### config.mk
export PLATFORM = sky130hd
export DESIGN_NAME = km_result_flat
export DESIGN_NICKNAME = d
export VERILOG_FILES = /design/src/hdl/km_pkg.sv /design/src/hdl/km_exe_if.sv /design/src/hdl/km_result.sv /design/src/flat_wrapper.sv
export SDC_FILE = /design/constraint.sdc
export NUM_CORES = 1
export LEC_CHECK = 0
export BUFFER_PORTS_ARGS = -buffer_cell sky130_fd_sc_hd__clkbuf_2
export CAP_MARGIN = 20
export CORE_ASPECT_RATIO = 0.9
export CORE_MARGIN = 2
export CORE_UTILIZATION = 35
export CTS_CLUSTER_DIAMETER = 40
export DETAILED_ROUTE_END_ITERATION = 7
export PLACE_DENSITY = 0.59
export SLEW_MARGIN = 30
export SYNTH_ARGS = -nofsm -noshare
export SYNTH_HDL_FRONTEND = slang
export SYNTH_SLANG_ARGS = --single-unit
### constraint.sdc
create_clock -name i_clk -period 14.8 [get_ports i_clk]
set_clock_uncertainty 0.1 [all_clocks]
set_input_delay 0 -clock i_clk [delete_from_list [all_inputs] [get_ports i_clk]]
set_output_delay 0 -clock i_clk [all_outputs]
set_load 0.005 [all_outputs]
### src/hdl/km_pkg.sv
////////////////////////////////////////
// Widths for the Karatsuba multiplier.
// Operands are unsigned and OP_W must be even.
// The project is built at a single width.
////////////////////////////////////////
`default_nettype none

package km_pkg;

  localparam int OP_W   = 64;         // Operand width
  localparam int HALF_W = OP_W / 2;   // One half of an operand
  localparam int PROD_W = 2 * OP_W;   // Full product
  localparam int TAG_W  = 8;          // Request tag carried alongside each pair
  localparam int LAT    = 3;          // Decode, execute and result

  // Middle term needs two extra bits for the sum and the signed correction
  localparam int MID_W  = 2 * HALF_W + 2;

  typedef logic [OP_W-1:0]     op_t;
  typedef logic [HALF_W-1:0]   half_t;
  typedef logic [2*HALF_W-1:0] pp_t;   // Half by half partial product
  typedef logic [MID_W-1:0]    mid_t;
  typedef logic [PROD_W-1:0]   prod_t;
  typedef logic [TAG_W-1:0]    tag_t;

endpackage

`default_nettype wire

### src/hdl/km_exe_if.sv
////////////////////////////////////////
// Execute to result payload.
// Three half width products plus the sign
// of the difference product.
////////////////////////////////////////
`timescale 1ns/1ps
`default_nettype none

interface km_exe_if import km_pkg::*; ();

  pp_t  p_hi;    // hi_a * hi_b
  pp_t  p_lo;    // lo_a * lo_b
  pp_t  p_dif;   // dif_a * dif_b, magnitude only
  logic neg;

  modport exe (
    output p_hi,
    output p_lo,
    output p_dif,
    output neg
  );

  // Result stage only reads
  modport res (
    input p_hi,
    input p_lo,
    input p_dif,
    input neg
  );

endinterface

`default_nettype wire

### src/hdl/km_result.sv
////////////////////////////////////////
// Stage 3 of the multiplier.
// Recombines the three partial products:
// p_hi << OP_W + mid << HALF_W + p_lo.
// o_prod changes only on advance.
////////////////////////////////////////
`timescale 1ns/1ps
`default_nettype none

module km_result import km_pkg::*; (
  input  logic  i_clk,
  input  logic  i_rst,
  input  logic  i_adv,
  km_exe_if.res exe_i,
  output prod_t o_prod
);

  mid_t  sum_hl;   // p_hi + p_lo, at most one bit over pp_t
  mid_t  mid;      // Equals hi_a*lo_b + lo_a*hi_b
  prod_t prod;

  assign sum_hl = mid_t'(exe_i.p_hi) + mid_t'(exe_i.p_lo);

  // Subtracting can wrap only if the partial products are inconsistent
  assign mid = exe_i.neg ? sum_hl - mid_t'(exe_i.p_dif)
                         : sum_hl + mid_t'(exe_i.p_dif);

  always_comb begin
    prod = (prod_t'(exe_i.p_hi) << OP_W)
         + (prod_t'(mid) << HALF_W)
         + prod_t'(exe_i.p_lo);
  end

  always_ff @(posedge i_clk) begin
    if (i_adv) begin
      o_prod <= prod;
    end
  end

  // A true middle term is below 2**(MID_W-1), so the top bit flags a wrap
  a_mid_nonneg: assert property (@(posedge i_clk) disable iff (i_rst)
    !mid[MID_W-1])
    else $error("middle term went negative, neg or p_dif out of step");

endmodule

`default_nettype wire

### src/flat_wrapper.sv
// flat-port wrapper written by rule: the top's interface ports become plain ports
module km_result_flat import km_pkg::*;
  (i_clk, i_rst, i_adv, o_prod, exe_i_p_hi, exe_i_p_lo, exe_i_p_dif, exe_i_neg);
  km_exe_if exe_i_i ();
  input  logic i_clk;
  input  logic i_rst;
  input  logic i_adv;
  output prod_t o_prod;
  input wire logic [$bits(exe_i_i.p_hi)-1:0] exe_i_p_hi;
  input wire logic [$bits(exe_i_i.p_lo)-1:0] exe_i_p_lo;
  input wire logic [$bits(exe_i_i.p_dif)-1:0] exe_i_p_dif;
  input wire logic [$bits(exe_i_i.neg)-1:0] exe_i_neg;
  assign exe_i_i.p_hi = exe_i_p_hi;
  assign exe_i_i.p_lo = exe_i_p_lo;
  assign exe_i_i.p_dif = exe_i_p_dif;
  assign exe_i_i.neg = exe_i_neg;
  km_result u_core (.i_clk(i_clk), .i_rst(i_rst), .i_adv(i_adv), .exe_i(exe_i_i), .o_prod(o_prod));
endmodule
==> impl_metrics.tcl <==
set metrics [dict create \
    startpoint_type "input pin" \
    ys_types 88 \
    syn_area_per_cell_um2 8.146 \
    drt_drc_violations_left 0 \
    final_max_slew_viol_count 0 \
    top_layer_used "met4" \
    syn_inst 2126 \
    tightest_slew_ns 1.059 \
    drtAntennaViolNets 0 \
    initial_core_util_pct 35.31 \
    cp.required_ns 14.93 \
    relSlewSlack_pct 28.74 \
    worstSetupPathType "input pin to flip-flop" \
    port_buffers 322 \
    power.leakage_nw 9.239 \
    drtPass1Iterations 5 \
    avgViaCountPerCell 5.781 \
    critPathArrivalTime_ns 9.26 \
    fp.dieH_um 215.0 \
    synth-main-ff-cell "edfxtp_1" \
    grt_antenna_before_repair 3 \
    area_delta_synth_final_pct 21.12 \
    ir_drop_mv 0.1027 \
    ys_seq_area_share_pct 22.19 \
    largest_reg_flops 128 \
    synth_edf_count 128 \
    ys_warn_count 0 \
    cts_buffer_depth 2 \
    async_flop_share_pct 0 \
    finalSetupTns_ns 0 \
    slowest_delay_ns 0.57 \
    layout_min_cycle_time_ns 9.128 \
    wl_met3_um 5117 \
    h-tree-depth 4 \
    path_max_fanout 15 \
    cap_violations 0 \
    wirelength_um 71700 \
    cts_root_buf "clkbuf_16" \
    top_register "u_core.o_prod" \
    total_power_mw 3.725 \
    power.density_nw_per_um2 177.6 \
    pwr-share-seq_pct 17.2 \
    holdWs_ns 0.03452 \
    synth_area_leaders "edfxtp_1 (22%), ha_1 (14%), xnor2_1 (9.6%)" \
    power_frac_comb_pct 70.9 \
    grt_pass1_vias 17000 \
    mostFrequentLayoutCell "clkbuf_2" \
    synth_top_area_share_pct 22.19 \
    synth_top_cell_by_area "edfxtp_1" \
    cts_tree "built" \
    fp.dieW_um 238.5 \
    io_pins 324 \
    grt_max_degree 70 \
    crit_start "exe_i_p_lo[0]" \
    swShare_pct 49.96 \
    clkSlewWorstSetupHoldPaths_ns 0.06 \
    nNetsFinal 2877 \
    layout_common_cells "clkbuf_2 (321), a21oi_1 (254), ha_1 (198), xnor2_1 (190), nand2_1 (161)" \
    setup_viol 0 \
    synth_fp_nets 2523 \
    track_usage_pct 27.37 \
    critPathCaptureType "flip-flop" \
    drive_gt1_share_pct 16.37 \
    p_int_mw 1.864 \
    period_share_pct 61.68 \
    place.gp.congestion 0.9940 \
    drt-initial-drc-count 1518 \
    fmax_mhz 109.6 \
    routedWlPerCell_um 22.92 \
    hold_violations 0 \
    grt_pass1_wl_um 105100 \
    slowest_stage "a211oi_1" \
    coreArea_um2 49040 \
    die-area_um2 51280 \
    wl_met1_um 33490 \
    grt-ovfl-total 0 \
    wl_met2_um 31570 \
    crit_path_frequent_cell "a21oi_1" \
    p_switching_mw 1.861 \
    reg_top3 "u_core.o_prod x128" \
    cts_buffers 17 \
    dp_hpwl_um 60160 \
    clock_sinks 128 \
    cts_resized 0 \
    routed-via-count 18080 \
    crit_end "u_core.o_prod[116]" \
    clockPowerShare_pct 11.9 \
    synth_seq_cells 128 \
    rsz0062_at_grt "no" \
    status "finished, final reports clean" \
    hold_class "input pin to flip-flop" \
    rows 77 \
    syn_area_um2 17320 \
]
## cells in the mapped netlist (all sizes together), types with 7 or more instances
| cell | number |
|---|---|
| a211oi | 16 |
| a21boi | 10 |
| a21o | 115 |
| a21oi | 255 |
| a221o | 8 |
| a221oi | 11 |
| a31o | 8 |
| a31oi | 40 |
| and2 | 20 |
| and3 | 41 |
| and4 | 7 |
| buf | 16 |
| clkbuf | 74 |
| edfxtp | 128 |
| ha | 198 |
| inv | 72 |
| nand2 | 161 |
| nand2b | 15 |
| nand3 | 56 |
| nand4 | 62 |
| nor2 | 156 |
| nor2b | 17 |
| nor3 | 41 |
| nor4 | 10 |
| o2111ai | 7 |
| o211ai | 13 |
| o21a | 20 |
| o21ai | 112 |
| o21bai | 43 |
| o31ai | 12 |
| or2 | 16 |
| or3 | 9 |
| xnor2 | 190 |
| xor2 | 86 |
## metal layers
layer | track usage, % | vias up
met2 | 42.86 | 705
met1 | 38.04 | 8659
met5 | 0 | -
met3 | 5.806 | 70
li1 | - | 8648
met4 | 7.292 | 0
## power groups by stage
stage	Combinational, mW	Clock [mW]	Sequential [mW]
finish	2.64	0.445	0.639
global route	2.86	0.474	0.650
CTS	2.59	0.463	0.641
detailed placement	2.55	0	0.647
global placement	2.54	0	0.646
floorplan	1.73	0	0.658
## layout make-up
| cell class | count | area (um^2) |
|---|---|---|
| antenna | 3 | 7.507 |
| clock buffer | 17 | 425.4 |
| clock inverter | 15 | 166.4 |
| fill | 4968 | 28060 |
| inverter | 72 | 270.3 |
| multi-input combinational | 1836 | 12840 |
| sequential | 128 | 3844 |
| tap | 632 | 790.8 |
| timing repair buffer | 425 | 2634 |
## cell families (layout without fill, tap and decap cells)
group	count (synthesis)	in the layout	share of synthesized area, %
AND/OR/NAND/NOR	633	633	18.05
other	0	3	0
AO/OA/AOI/OAI	724	724	27.35
XOR/XNOR	276	276	13.96
adder cells (fa/ha/maj)	201	201	14.65
multiplexers	2	2	0.1156
buffers and inverters	162	529	3.677
flip-flops	128	128	22.19
## critical path: cells and delay by family
kind	cells	cell delay [ns]
buffers and inverters	5	1.51
xor gates and xnor gates	3	0.46
and+or+nand+nor	5	1.04
adders and majority gates	4	1.43
AOI/OAI and AO/OA	18	4.77
## stage by stage
stage          instances  utilization [%]  setup WS [ns]  cell area (um^2)
2_1_floorplan       2126                -          8.058             17320
3_3_place_gp        2996            39.57          6.511             19400
3_5_place_dp        2996            39.57          6.514             19400
4_1_cts             3125            42.76          5.930             20970
5_1_grt             3128            42.77          5.050             20980
6_report            3128            42.77          5.672             20980
## worst min-delay path by stage
stage	from	to	depth (start not counted)
3_3_place_gp	exe_i_p_lo[0]	u_core.o_prod[0]	1
4_1_cts	exe_i_p_lo[35]	u_core.o_prod[35]	3
5_1_grt	exe_i_p_lo[35]	u_core.o_prod[35]	3
3_5_place_dp	exe_i_p_lo[0]	u_core.o_prod[0]	1
2_1_floorplan	exe_i_p_lo[0]	u_core.o_prod[0]	0
6_report	exe_i_p_lo[48]	u_core.o_prod[48]	3
## timing repair
action,CTS,global route
hold endpoints to repair,147,0
hold buffers,97,0
endpoints found under the setup margin,0,0
buffers inserted,0,0
No activity file was read; power rests on OpenSTA's default activity.
