<file path="src/hdl/km_pkg.sv">
////////////////////////////////////////
// Widths for the Karatsuba multiplier.
// Operands are unsigned and OP_W must be even.
// The project is built at a single width.
////////////////////////////////////////
`default_nettype none

package km_pkg;

  localparam int OP_W   = 64;         // Operand width
  localparam int HALF_W = OP_W / 2;   // One half of an operand
  localparam int PROD_W = 2 * OP_W;   // Full product
  localparam int TAG_W  = 8;          // Request tag carried alongside each pair
  localparam int LAT    = 3;          // Decode, execute and result

  // Middle term needs two extra bits for the sum and the signed correction
  localparam int MID_W  = 2 * HALF_W + 2;

  typedef logic [OP_W-1:0]     op_t;
  typedef logic [HALF_W-1:0]   half_t;
  typedef logic [2*HALF_W-1:0] pp_t;   // Half by half partial product
  typedef logic [MID_W-1:0]    mid_t;
  typedef logic [PROD_W-1:0]   prod_t;
  typedef logic [TAG_W-1:0]    tag_t;

endpackage

`default_nettype wire

</file>
<file path="src/hdl/km_dec_if.sv">
////////////////////////////////////////
// Decode to execute payload.
// Holds the operand halves, the absolute
// half differences and the middle sign.
// All fields move together on advance.
////////////////////////////////////////
`timescale 1ns/1ps
`default_nettype none

interface km_dec_if import km_pkg::*; ();

  half_t hi_a;    // Upper half of operand a
  half_t lo_a;    // Lower half of operand a
  half_t hi_b;
  half_t lo_b;
  half_t dif_a;   // Distance between lo_a and hi_a
  half_t dif_b;   // Distance between hi_b and lo_b
  logic  neg;     // Product of the differences is subtracted

  // Decode side writes the registered values
  modport dec (
    output hi_a,
    output lo_a,
    output hi_b,
    output lo_b,
    output dif_a,
    output dif_b,
    output neg
  );

  modport exe (
    input hi_a,
    input lo_a,
    input hi_b,
    input lo_b,
    input dif_a,
    input dif_b,
    input neg
  );

endinterface

`default_nettype wire

</file>
<file path="src/hdl/km_decode.sv">
////////////////////////////////////////
// Stage 1 of the multiplier.
// Splits both operands in half and forms
// the absolute half differences and the
// sign of the middle correction term.
////////////////////////////////////////
`timescale 1ns/1ps
`default_nettype none

module km_decode import km_pkg::*; (
  input  logic      i_clk,
  input  logic      i_rst,
  input  logic      i_adv,
  input  op_t       i_a,
  input  op_t       i_b,
  km_dec_if.dec     dec_o
);

  half_t hi_a;
  half_t lo_a;
  half_t hi_b;
  half_t lo_b;
  logic  a_lt;   // lo_a below hi_a, so (lo_a - hi_a) is negative
  logic  b_lt;   // hi_b below lo_b, so (hi_b - lo_b) is negative

  assign hi_a = i_a[OP_W-1 -: HALF_W];
  assign lo_a = i_a[HALF_W-1:0];
  assign hi_b = i_b[OP_W-1 -: HALF_W];
  assign lo_b = i_b[HALF_W-1:0];

  assign a_lt = lo_a < hi_a;
  assign b_lt = hi_b < lo_b;

  // The middle term is hi*hi + lo*lo + (lo_a - hi_a)(hi_b - lo_b)
  always_ff @(posedge i_clk) begin
    if (i_adv) begin
      dec_o.hi_a  <= hi_a;
      dec_o.lo_a  <= lo_a;
      dec_o.hi_b  <= hi_b;
      dec_o.lo_b  <= lo_b;
      dec_o.dif_a <= a_lt ? hi_a - lo_a : lo_a - hi_a;
      dec_o.dif_b <= b_lt ? lo_b - hi_b : hi_b - lo_b;
      // Difference product is negative when exactly one factor is
      dec_o.neg   <= a_lt ^ b_lt;
    end
  end

  // Equal halves must give a zero difference, whatever sign is chosen
  a_dif_a_zero: assert property (@(posedge i_clk) disable iff (i_rst)
    (dec_o.hi_a == dec_o.lo_a) |-> (dec_o.dif_a == '0))
    else $error("dif_a nonzero for equal halves of a");

  a_dif_b_zero: assert property (@(posedge i_clk) disable iff (i_rst)
    (dec_o.hi_b == dec_o.lo_b) |-> (dec_o.dif_b == '0))
    else $error("dif_b nonzero for equal halves of b");

endmodule

`default_nettype wire

</file>
<file path="src/flat_wrapper.sv">
// flat-port wrapper written by rule: the top's interface ports become plain ports
module km_decode_flat import km_pkg::*;
  (i_clk, i_rst, i_adv, i_a, i_b, dec_o_hi_a, dec_o_lo_a, dec_o_hi_b, dec_o_lo_b, dec_o_dif_a, dec_o_dif_b, dec_o_neg);
  km_dec_if dec_o_i ();
  input  logic i_clk;
  input  logic i_rst;
  input  logic i_adv;
  input  op_t i_a;
  input  op_t i_b;
  output wire logic [$bits(dec_o_i.hi_a)-1:0] dec_o_hi_a;
  output wire logic [$bits(dec_o_i.lo_a)-1:0] dec_o_lo_a;
  output wire logic [$bits(dec_o_i.hi_b)-1:0] dec_o_hi_b;
  output wire logic [$bits(dec_o_i.lo_b)-1:0] dec_o_lo_b;
  output wire logic [$bits(dec_o_i.dif_a)-1:0] dec_o_dif_a;
  output wire logic [$bits(dec_o_i.dif_b)-1:0] dec_o_dif_b;
  output wire logic [$bits(dec_o_i.neg)-1:0] dec_o_neg;
  assign dec_o_hi_a = dec_o_i.hi_a;
  assign dec_o_lo_a = dec_o_i.lo_a;
  assign dec_o_hi_b = dec_o_i.hi_b;
  assign dec_o_lo_b = dec_o_i.lo_b;
  assign dec_o_dif_a = dec_o_i.dif_a;
  assign dec_o_dif_b = dec_o_i.dif_b;
  assign dec_o_neg = dec_o_i.neg;
  km_decode u_core (.i_clk(i_clk), .i_rst(i_rst), .i_adv(i_adv), .i_a(i_a), .i_b(i_b), .dec_o(dec_o_i));
endmodule
</file>
<file path="config.mk">
export PLATFORM = sky130hd
export DESIGN_NAME = km_decode_flat
export DESIGN_NICKNAME = d
export VERILOG_FILES = /design/src/hdl/km_pkg.sv /design/src/hdl/km_dec_if.sv /design/src/hdl/km_decode.sv /design/src/flat_wrapper.sv
export SDC_FILE = /design/constraint.sdc
export NUM_CORES = 1
export LEC_CHECK = 0
export BUFFER_PORTS_ARGS = -buffer_cell sky130_fd_sc_hd__clkbuf_2
export CAP_MARGIN = 40
export CORE_ASPECT_RATIO = 1.25
export CORE_UTILIZATION = 53
export CTS_CLUSTER_DIAMETER = 120
export DETAILED_ROUTE_END_ITERATION = 6
export GPL_ROUTABILITY_DRIVEN = 0
export MAX_ROUTING_LAYER = met4
export PLACE_DENSITY = 0.8
export SLEW_MARGIN = 20
export SYNTH_ARGS = -nofsm -noshare
export SYNTH_HDL_FRONTEND = slang
export SYNTH_SLANG_ARGS = --single-unit
</file>
<file path="constraint.sdc">
create_clock -name i_clk -period 3.9 [get_ports i_clk]
set_clock_uncertainty 0.2 [all_clocks]
set_input_delay 0.78 -clock i_clk [delete_from_list [all_inputs] [get_ports i_clk]]
set_output_delay 0.78 -clock i_clk [all_outputs]
set_load 0.05 [all_outputs]
</file>
==> flow_summary.ini <==
[logic_synthesis]
syn-cell-area_sq_mm = 0.01252
synth_nets = 1460
syn_area_per_cell_sq_um = 10.47
synth_area_leaders = edfxtp_1 (46%), ha_1 (13%), a21oi_1 (4.6%), inv_1 (4.6%), a21o_1 (4.5%)
synth_edf_count = 193
synth.distinct_cells = 66
syn_inst = 1195
synthArstFlopShare = 0
synth_top_area_frac = 0.4631
yosysTopAreaCell = edfxtp_1
synth_common_cells = edfxtp_1 (193), inv_1 (152), ha_1 (130)
synth_ff_type = edfxtp_1
ys_ff_latch = 193
synth.most_common_cell = edfxtp_1
yosysWarnings = 0
synth-seq-area-share = 0.4631

[hold_path]
hold_class = in -> reg

[global_route]
track_usage = 0.2753
grt_overflow = 0
antenna_found_initial = 2
grt_max_degree = 82
grt_pass1_wl_um = 50950
grt_pass1_vias = 10680

[sta]
rsz0062_at_grt = false
finalCritPeriodShare = 0.9474
setup_viol = 0
hold_viol = 0
maxSlewViolCount = 0
fin_ws_ns = 0.2050
slew_headroom = 0.5033
hold_slack_ns = 0.3357
min_period_ns = 3.695
tightestPinTransition_ns = 0.7373
fmax_mhz = 270.6

[floorplan]
num_io_pins = 324
dieWidth_um = 139.4
die_area_sq_mm = 0.02424
core_area_sq_mm = 0.02304
initial_utilization = 0.5432
die_y_um = 173.8
num_rows = 62

[route]
drt_iter0_markers = 793
post_drt_wl_per_cell_um = 17.30
via_per_inst = 5.655
drtAntennaViolNets = 0
dr.pass1.iters = 7
drcViolationCount = 0
vias = 10670
postRouteWirelength_um = 32640

[final_layout]
fin_nets = 1848
fillCellCount = 1750
register_area_sq_mm = 0.005796
drive_gt1_frac = 0.2976
multiInputGateArea_sq_mm = 0.005939
area_growth_pct = 25.21

[run]
drv_cap = 0

[cts]
cts_buffer_depth = 2
cts_hold_buf = 0
htreeDepth = 4
cts_tree = yes
post_cts_buffers = 0
path_clk_slew_ns = 0.07
cts-root-buf = clkbuf_16
cts_buffers = 17
clkSinkCount = 193
cts-resized-gates = 0

[worst_setup_path]
critPathMaxFanout = 32
end_kind = flip-flop
cp.arrival_ns = 3.68
start_kind = primary input
worstSetupPathType = in -> reg
cp_data_required_time_ns = 3.89

[placement]
io_buffer_count = 322
post-place-ws_ns = -0.2250
dp_hpwl_um = 25420

[pwr]
power.density_mw_per_mm2 = 445.3
p_total_w = 0.006978
leakagePower_nw = 7.676
ir_worst_vdd_uv = 320.4

[run_status]
outcome = finished, final reports clean
==> through the flow <==
stage                     instances  setup TNS (ns)  area, sq um    util
after floorplan                1195               0        12520       -
after global placement         1852          -2.135        15080  0.6543
after detailed placement       1852          -3.908        15080  0.6543
after CTS                      1884               0        15660  0.6797
after global routing           1886               0        15670  0.6802
final                          1886               0        15670  0.6802
==> worst max-delay path: stages <==
cell and delay (ns):
clkbuf_2 0.09, inv_1 0.07, ha_1 0.20, fa_1 0.22
nor2b_1 0.07, o31a_1 0.27, a211oi_2 0.25, o21ai_1 0.16
o211ai_1 0.47, a31oi_4 0.30, buf_12 0.25, a211oi_1 0.28
a21oi_1 0.10, xor2_1 0.15
==> cells in the final DEF (no fill, tap or decap), types with 4 or more instances in the layout <==
| master | count |
|---|---|
| nand4_1 | 14 |
| a31oi_1 | 14 |
| a221oi_1 | 10 |
| o21bai_1 | 15 |
| xnor2_1 | 33 |
| clkbuf_2 | 321 |
| and2_1 | 9 |
| o21ai_1 | 5 |
| clkbuf_16 | 17 |
| o211ai_1 | 5 |
| nor3_1 | 7 |
| fa_1 | 4 |
| nand3_1 | 15 |
| nand2b_1 | 11 |
| a21oi_1 | 114 |
| edfxtp_1 | 193 |
| nor2_1 | 43 |
| a21o_1 | 75 |
| nand2_1 | 56 |
| o21a_1 | 7 |
| nor2b_1 | 18 |
| inv_1 | 152 |
| ha_1 | 130 |
| and4_1 | 6 |
| o21ai_0 | 72 |
| a211oi_1 | 10 |
| mux2i_1 | 24 |
| inv_6 | 4 |
| or3_1 | 5 |
| xor2_1 | 28 |
| buf_4 | 98 |
| and3_1 | 6 |
| clkinvlp_4 | 5 |
| a221o_1 | 4 |
==> where the power goes <==
group	leakage, nW	total (W)	switching, W	internal, W
Clock	0.270	0.00177	0.000812	0.000953
Sequential	1.89	0.00267	0.0000744	0.00260
Combinational	5.52	0.00254	0.00177	0.000774
Total	7.68	0.00698	0.00265	0.00433
==> metal layers <==
layer / part of all wire / wire (um) / global-route usage
met1: 0.36 / 11790 / 0.2735
met2: 0.53 / 17320 / 0.5077
met3: 0.071 / 2302 / 0.05829
met4: 0.037 / 1219 / 0.1292
met5: 0 / 0 / -
==> cell families after synthesis <==
group,Yosys count,synth area share
mux,27,0.02189
xor+xnor,61,0.04269
fa+ha+maj,134,0.1364
buf+inv,206,0.06378
simple gates,202,0.08118
flops,193,0.4631
compound gates,372,0.1910
==> flip-flops by register name, summed over array words and instances (netlist names) <==
signal and count:
u_core.dec_o.dif_a 32, u_core.dec_o.dif_b 32, u_core.dec_o.hi_a 32, u_core.dec_o.hi_b 32, u_core.dec_o.lo_a 32, u_core.dec_o.lo_b 32, u_core.dec_o.neg 1
==> cell type report <==
cell class,instances,share of cell area
multi-input cells,796,0.3790
flip-flops and latches,193,0.3698
repair buffers,423,0.1542
inverters,152,0.03641
clock buffers,18,0.02739
well taps,288,0.02299
clock inverters,14,0.009900
diodes,2,0.0003194
==> path summary, 6_finish.rpt <==
path | startpoint | to | slack (ns) | cells after the start
max | i_a[0] | u_core.dec_o.dif_a[8] | 0.21 | 14
min | i_a[63] | u_core.dec_o.hi_a[31] | 0.34 | 1
(Power assumes the default switching activity.)
