[config.mk]
export PLATFORM = sky130hd
export DESIGN_NAME = km_pipe_ctrl
export DESIGN_NICKNAME = d
export VERILOG_FILES = /design/src/hdl/km_pkg.sv /design/src/hdl/km_pipe_ctrl.sv
export SDC_FILE = /design/constraint.sdc
export NUM_CORES = 1
export LEC_CHECK = 0
export ABC_AREA = 1
export BUFFER_PORTS_ARGS = -buffer_cell sky130_fd_sc_hd__clkbuf_2
export CAP_MARGIN = 20
export CORE_AREA = 5 5 50 52
export DETAILED_ROUTE_END_ITERATION = 10
export DIE_AREA = 0 0 55 57
export PLACE_DENSITY = 0.75
export SLEW_MARGIN = 20
export SYNTH_ARGS = -nofsm -noshare
export SYNTH_HDL_FRONTEND = slang
export SYNTH_SLANG_ARGS = --single-unit
[constraint.sdc]
create_clock -name i_clk -period 1.5 [get_ports i_clk]
set_input_delay 0.3 -clock i_clk [delete_from_list [all_inputs] [get_ports i_clk]]
set_output_delay 0.3 -clock i_clk [all_outputs]
set_load 0.05 [all_outputs]
[src/hdl/km_pkg.sv]
////////////////////////////////////////
// Widths for the Karatsuba multiplier.
// Operands are unsigned and OP_W must be even.
// The project is built at a single width.
////////////////////////////////////////
`default_nettype none

package km_pkg;

  localparam int OP_W   = 64;         // Operand width
  localparam int HALF_W = OP_W / 2;   // One half of an operand
  localparam int PROD_W = 2 * OP_W;   // Full product
  localparam int TAG_W  = 8;          // Request tag carried alongside each pair
  localparam int LAT    = 3;          // Decode, execute and result

  // Middle term needs two extra bits for the sum and the signed correction
  localparam int MID_W  = 2 * HALF_W + 2;

  typedef logic [OP_W-1:0]     op_t;
  typedef logic [HALF_W-1:0]   half_t;
  typedef logic [2*HALF_W-1:0] pp_t;   // Half by half partial product
  typedef logic [MID_W-1:0]    mid_t;
  typedef logic [PROD_W-1:0]   prod_t;
  typedef logic [TAG_W-1:0]    tag_t;

endpackage

`default_nettype wire

[src/hdl/km_pipe_ctrl.sv]
////////////////////////////////////////
// Valid and tag tracking for the pipeline.
// The whole pipe moves as one unit, so a
// stall at the output freezes every stage.
////////////////////////////////////////
`timescale 1ns/1ps
`default_nettype none

module km_pipe_ctrl import km_pkg::*; (
  input  logic i_clk,
  input  logic i_rst,
  input  logic i_val,
  input  tag_t i_tag,
  input  logic i_rdy,
  output logic o_adv,
  output logic o_val,
  output tag_t o_tag
);

  logic [LAT-1:0] val_q;   // Bit 0 follows decode, top bit follows result
  tag_t [LAT-1:0] tag_q;

  assign o_val = val_q[LAT-1];
  assign o_tag = tag_q[LAT-1];

  // Advance when the output slot is empty or is being drained this cycle
  assign o_adv = !o_val || i_rdy;

  always_ff @(posedge i_clk) begin
    if (i_rst) begin
      val_q <= '0;
    end else if (o_adv) begin
      val_q <= {val_q[LAT-2:0], i_val};   // Bubbles shift in as zeros
    end
  end

  always_ff @(posedge i_clk) begin
    if (o_adv) begin
      tag_q <= {tag_q[LAT-2:0], i_tag};
    end
  end

  // A stalled result must be presented unchanged until it is taken
  a_stall_hold: assert property (@(posedge i_clk) disable iff (i_rst)
    (o_val && !i_rdy) |=> (o_val && $stable(o_tag)))
    else $error("result valid or tag changed while stalled");

endmodule

`default_nettype wire

==> results by group, run 1 <==
Synth
  • Synth async-reset ratio: 0
  • Post-synth cell types: 10
  • Synth area leader: edfxtp_1
  • YS warnings: 0
  • FF+latch count, synth: 27
  • Sequential fraction of the synthesis area: 0.8607
  • Mapped Area: roughly 900 sq um
  • Post-synth EDFFs: 24
  • Most frequent cell after synthesis: edfxtp_1
  • Syn Area/Cell: between 15 and 20 sq um
  • Synthesized net count: 63
  • Synth top area cells: edfxtp_1 79%, dfxtp_1 6.6%, buf_4 6.6%
  • Most frequent cells after synthesis: 24 x edfxtp_1, 8 x buf_4, 4 x inv_1, 4 x nor2_1
  • Ys flop type: edfxtp_1
  • Synth top area share: 0.7945
  • Mapped Cells: between 50 and 60

Layout
  • Layout area overhead: 13.52%
  • Storage element area: about 780 sq um
  • Design area: between 1000 and 1500 sq um
  • Nets: 82
  • Fillers: about 180
  • Diode count: 0
  • Area occupied by multi-input gates: 55.05 sq um
  • Share of cells above drive strength 1: 0.4203

Clock network
  • CTS buffer count: 3
  • CTS tree: built
  • Setup Fix Bufs, Post-CTS: 0
  • Clock Path Buffers: 2
  • Clock-pin slew on the worst setup and hold paths: 0.12 ns
  • Worst-Skew Late Latency: roughly 0.30 ns
  • H-tree depth: 1
  • Clk sink count: 27
  • CTS root buf: clkbuf_4

Worst setup path
  • Crit path kind: flip-flop to output pin
  • Critical Path RT: around 1.2 ns
  • Worst Path Arrival: ~1.1 ns
  • CP max FO: 10
  • RR Startpoint: val_q[2]
  • Setup crit end kind: output pin
  • Setup crit start: val_q[2]
  • Crit start category: flip-flop

Timing
  • Final Worst Setup Slack: 0.08988 ns
  • FMAX: a little over 0.7 GHz
  • Setup TNS: 0 ns
  • Max-slew headroom: 0.8148
  • Max-slew violations: 0
  • Final period utilization: 0.9401
  • Min cycle time layout: approximately 1.4 ns
  • Final Setup Violations: 0
  • Unrepaired setup endpoints after global routing: false
  • Worst-Margin Slew: around 0.28 ns
  • Hold Violations, Final: 0
  • Final Skew: between 0.004 and 0.005 ns
  • Hold slack: 0.1361 ns

Floorplan
  • Io pins: 22
  • Die height: about 57 um
  • Starting Density: 0.4397
  • # rows: 17
  • Die width: ~55 um
  • Die area: 3135 sq um
  • Core area: 2063 sq um

Power
  • Max IR drop VDD: 734.9 uV
  • Leakage: 0.4266 nW
  • Combinational power share: 0.102
  • P_int: roughly 1 mW
  • Fraction of power spent switching nets: 0.2287
  • Final Power: roughly 1.3 mW
  • Reg power frac: 0.682
  • Clock power share: 0.216
  • Psw: ~0.3 mW
  • Pwr Density: around 1300 nW/um^2

Run status
  • Status: finished clean

Routing
  • ANT nets after route: 0
  • # DRC: 0
  • DRT iter0 DRCs: 7
  • DRT Wirelength: 993 um
  • Drt wl/cell: ~10 um
  • 1st-pass router iterations: 4
  • Routed vias: 396
  • DR vias/cell: about 4.1
  • Routed length on met3: 117 um
  • Max Used Layer: met4
  • Wl on met1: ~400 um
  • Met2 wire length: 471 um

GRT
  • First-pass GRT wire length: 1.656 mm
  • Antenna violations before repair: 0
  • Largest net degree at the start of global routing: 18
  • Grt total ovfl: 0
  • GRT Util Overall: 0.07680
  • Vias in the first global route: 383

Placement
  • Detailed Place HPWL: about 750 um
  • Post-place setup slack: between 0.2 and 0.3 ns
  • Placed Area: between 1000 and 1500 sq um
  • Routability cong.: between 0.5 and 0.6
  • # port buffers: 21

Hold path
  • Min-delay src: i_rst
  • Worst min path class: input pin to flip-flop

Flow run
  • Number of max-cap violations: 0
## worst paths after layout
| path | end | slack, ns | cells past startpoint |
|---|---|---|---|
| worst max register to register | tag_q[13] | 0.43 | 2 |
| worst min-delay path | val_q[2] | 0.14 | 2 |
| worst max-delay path | o_adv | 0.09 | 2 |
| worst min register to register | tag_q[11] | 0.43 | 0 |
## flip-flops by register name, summed over array words and instances, names as in the netlist
signal / cells
tag_q: 16
o_tag: 8
val_q: 3
## placed cells by master (no fill, tap or decap), types with 2 or more instances in the layout
master | Yosys | layout
nor2_1 | 4 | 4
inv_1 | 4 | 4
clkbuf_4 | 0 | 3
clkbuf_2 | 0 | 20
dfxtp_1 | 3 | 2
nand2_1 | 3 | 2
edfxtp_1 | 24 | 24
nand3_1 | 2 | 2
## layer usage
layer,vias up,track usage
met1,174,0.09457
met5,-,0
li1,204,-
met4,0,0.05208
met3,2,0.03394
met2,16,0.1064
## worst max-delay path: stages, from the launching register on
cell and delay [ns]:
dfxtp_2 0.38, nand2_4 0.14, buf_2 0.29
## what timing repair did
item | 4_1_cts | 5_1_grt
hold buffers | 0 | 0
resized for setup | 1 | 1
setup endpoints to repair | 1 | 1
## per-stage QoR
| stage | util | std cells |
|---|---|---|
| final | 0.4991 | 97 |
| after floorplan | - | 51 |
| after global routing | 0.4991 | 97 |
| after detailed placement | 0.4857 | 93 |
| after global placement | 0.4857 | 93 |
| after CTS | 0.4991 | 97 |
## power by group through the flow
| stage | clock, mW | combinational, mW | sequential [mW] |
|---|---|---|---|
| after CTS | 0.296 | 0.137 | 0.896 |
| after global placement | 0 | 0.134 | 0.910 |
| after floorplan | 0 | 0.120 | 0.913 |
| after detailed placement | 0 | 0.136 | 0.914 |
| final | 0.284 | 0.135 | 0.895 |
| after global routing | 0.329 | 0.143 | 0.901 |
## layout make-up
cell class	count	area share
flip-flops and latches	27	0.7594
repair buffers	22	0.1094
multi-input cells	11	0.05346
well taps	28	0.03402
clock buffers	4	0.02552
inverters	5	0.01823
## logic make-up after synthesis
family | synth area share
flops | 0.8607
buf+inv | 0.08689
simple gates | 0.04690
compound gates | 0.005512
No activity file was read; power rests on OpenSTA's default activity.
==> run 2: changes to the inputs <==
==> constraint.sdc (replaced) <==
create_clock -name i_clk -period 1.5 [get_ports i_clk]
set_input_delay 0.3 -clock i_clk [delete_from_list [all_inputs] [get_ports i_clk]]
set_output_delay 0.3 -clock i_clk [all_outputs]
set_load 0.1 [all_outputs]
==> run 2 against run 1 <==
  * Clock skew rose by 0.0023 ns
  * Sequential share of layout area fell by 2.8 points
  * Combinational power rose by 68%
==> results by group, run 2 (synthesis results as in run 1) <==
Run status
  • Status: finished clean (unchanged)

GRT
  • GRT Util Overall: 0.07317 (was 0.07680)
  • Largest net degree at the start of global routing: 20 (was 18)
  • First-pass GRT wire length: 1.573 mm (was 1.656 mm)
  • Grt total ovfl: 0 (unchanged)
  • Vias in the first global route: 350 (was 383)
  • Antenna violations before repair: 0 (unchanged)

Worst setup path
  • WP buf/inv: 1 (unchanged)
  • Slowest cell on the critical path: clkbuf_2 (was dfxtp_2)
  • Crit path kind: flip-flop to output pin (unchanged)
  • CP max FO: 1 (was 10)
  • R2R Setup Slk: 0.46 ns (was 0.43 ns)
  • Worst Path Arrival: 1.12 ns (was 1.11 ns)
  • CP max stage delay: 0.45 ns (was 0.38 ns)
  • Setup crit end kind: output pin (unchanged)
  • Crit start category: flip-flop (unchanged)
  • CP cell instances: clkbuf_2 (was nand2_4, buf_2)
  • Critical Path RT: 1.20 ns (about the same)
  • CP delay by family, top: buffers and inverters (was flip-flops)

Routing
  • 1st-pass router iterations: 3 (was 4)
  • Drt wl/cell: 10.46 um (was 10.24 um)
  • DR vias/cell: 4.155 (was 4.082)
  • DRT Wirelength: 1.015 mm (was 993 um)
  • # DRC: 0 (unchanged)
  • Routed vias: 403 (was 396)
  • ANT nets after route: 0 (unchanged)
  • DRT iter0 DRCs: 21 (was 7)

Clock network
  • CTS buffer count: 3 (unchanged)
  • Clock-pin slew on the worst setup and hold paths: 0.13 ns (was 0.12 ns)
  • Clk sink count: 27 (unchanged)
  • Worst-Skew Late Latency: 0.31 ns (was 0.30 ns)
  • CTS root buf: clkbuf_4 (unchanged)
  • Clock Path Buffers: 2 (unchanged)
  • CTS tree: built (unchanged)
  • H-tree depth: 1 (unchanged)
  • Setup Fix Bufs, Post-CTS: 0 (unchanged)

Timing
  • Final period utilization: 0.9435 (was 0.9401)
  • FMAX: 0.7066 GHz (was 0.7092 GHz)
  • Max-slew headroom: 0.6395 (was 0.8148)
  • Final Setup Violations: 0 (unchanged)
  • Hold slack: 0.1302 ns (was 0.1361 ns)
  • Setup TNS: 0 ns (unchanged)
  • Max-slew violations: 0 (unchanged)
  • Min cycle time layout: 1.415 ns (was 1.410 ns)
  • Worst-Margin Slew: 0.5431 ns (was 0.2790 ns)
  • Hold Violations, Final: 0 (unchanged)
  • Final Skew: 0.006676 ns (was 0.004353 ns)
  • Unrepaired setup endpoints after global routing: false (unchanged)

Layout
  • Most common cell after layout, fill and taps aside: edfxtp_1 (unchanged)
  • Diode count: 0 (unchanged)
  • Post-Route Utilization: 0.5197 (was 0.4991)
  • Most frequent cells in the layout: 24 x edfxtp_1, 19 x clkbuf_2, 4 x inv_1, 4 x nor2_1, 3 x clkbuf_4 (was 24 x edfxtp_1, 20 x clkbuf_2, 4 x inv_1, 4 x nor2_1, 3 x clkbuf_4)
  • Design area: 1072 sq um (was 1030 sq um)
  • Max reg flops: 16 (unchanged)
  • Largest Register: tag_q (unchanged)
  • Nets: 82 (unchanged)
  • Share of cells above drive strength 1: 0.4348 (was 0.4203)
  • Layout area overhead: 18.21% (was 13.52%)

Placement
  • Placed Area: 1042 sq um (was 1002 sq um)
  • # port buffers: 21 (unchanged)
  • Routability cong.: 0.5807 (was 0.5799)
  • Detailed Place HPWL: 748 um (was 754.1 um)

Power
  • Leakage: 0.4351 nW (was 0.4266 nW)
  • Pwr Density: 1320 nW/um^2 (was 1276 nW/um^2)
  • Max IR drop VDD: 697.7 uV (was 734.9 uV)

Floorplan
  • Starting Density: 0.4397 (unchanged)
  • # rows: 17 (unchanged)
  • Die width: 55 um (unchanged)
  • Die area: 3135 sq um (unchanged)
  • Io pins: 22 (unchanged)
  • Die height: 57 um (unchanged)
  • Core area: 2063 sq um (unchanged)

Flow run
  • Number of max-cap violations: 0 (unchanged)

Hold path
  • Worst min path class: input pin to flip-flop (unchanged)
-- run 2: cell count changes in the layout (fill, tap and decap cells not counted), sizes merged --
| cell | previous run | this run |
|---|---|---|
| buf | 2 | 3 |
| clkbuf | 24 | 22 |
| clkinv | 0 | 1 |
-- run 2: path summary, 6_finish.rpt --
check,start,to,cells past startpoint
worst max-delay path,o_tag[6],o_tag[6],1
worst min-delay path,i_rst,val_q[2],2
worst max register to register,val_q[2],tag_q[5],2
worst min register to register,tag_q[7],tag_q[15],0
-- run 2: worst reg2reg max path, delay by kind of cell (launching register included) --
| kind | cells | cell delay [ns] |
|---|---|---|
| AND/OR/NAND/NOR | 1 | 0.16 |
| flip-flops | 1 | 0.41 |
| buffers and inverters | 1 | 0.19 |
-- run 2: final cells by class --
type                            instances  area (sq um)
Fill cell                             165         991.0
Timing Repair Buffer                   22         142.6
Tap cell                               28         35.03
Clock inverter                          1         5.005
Multi-Input combinational cell         11         63.81
Inverter                                5         18.77
Sequential cell                        27         784.5
Clock buffer                            3         22.52
-- run 2: where the power goes --
group | internal, mW | leakage [nW] | switching [mW] | total [mW]
combinational | 0.0375 | 0.139 | 0.190 | 0.227
sequential | 0.878 | 0.278 | 0.0173 | 0.895
clock | 0.0996 | 0.0177 | 0.194 | 0.293
total | 1.02 | 0.435 | 0.400 | 1.42
-- run 2: what timing repair did --
action                                  CTS  global route
hold endpoints to repair                  0             0
gates resized for setup                   0             1
endpoints found under the setup margin    0             1
hold buffers                              0             0
-- run 2: layer usage --
layer	routed length [um]	track usage	part of all wire
met1	429	0.09490	0.42
met2	494	0.1064	0.49
met3	91	0.01567	0.090
met4	0	0.05208	0
met5	0	0	0
-- run 2: stage by stage --
stage	std cells	setup WS (ns)	total power [mW]
floorplan	51	0.1282	1.118
global placement	93	0.2934	1.139
finish	97	0.08469	1.416
CTS	97	0.04474	1.431
detailed placement	93	0.2710	1.143
global route	97	0.01784	1.479
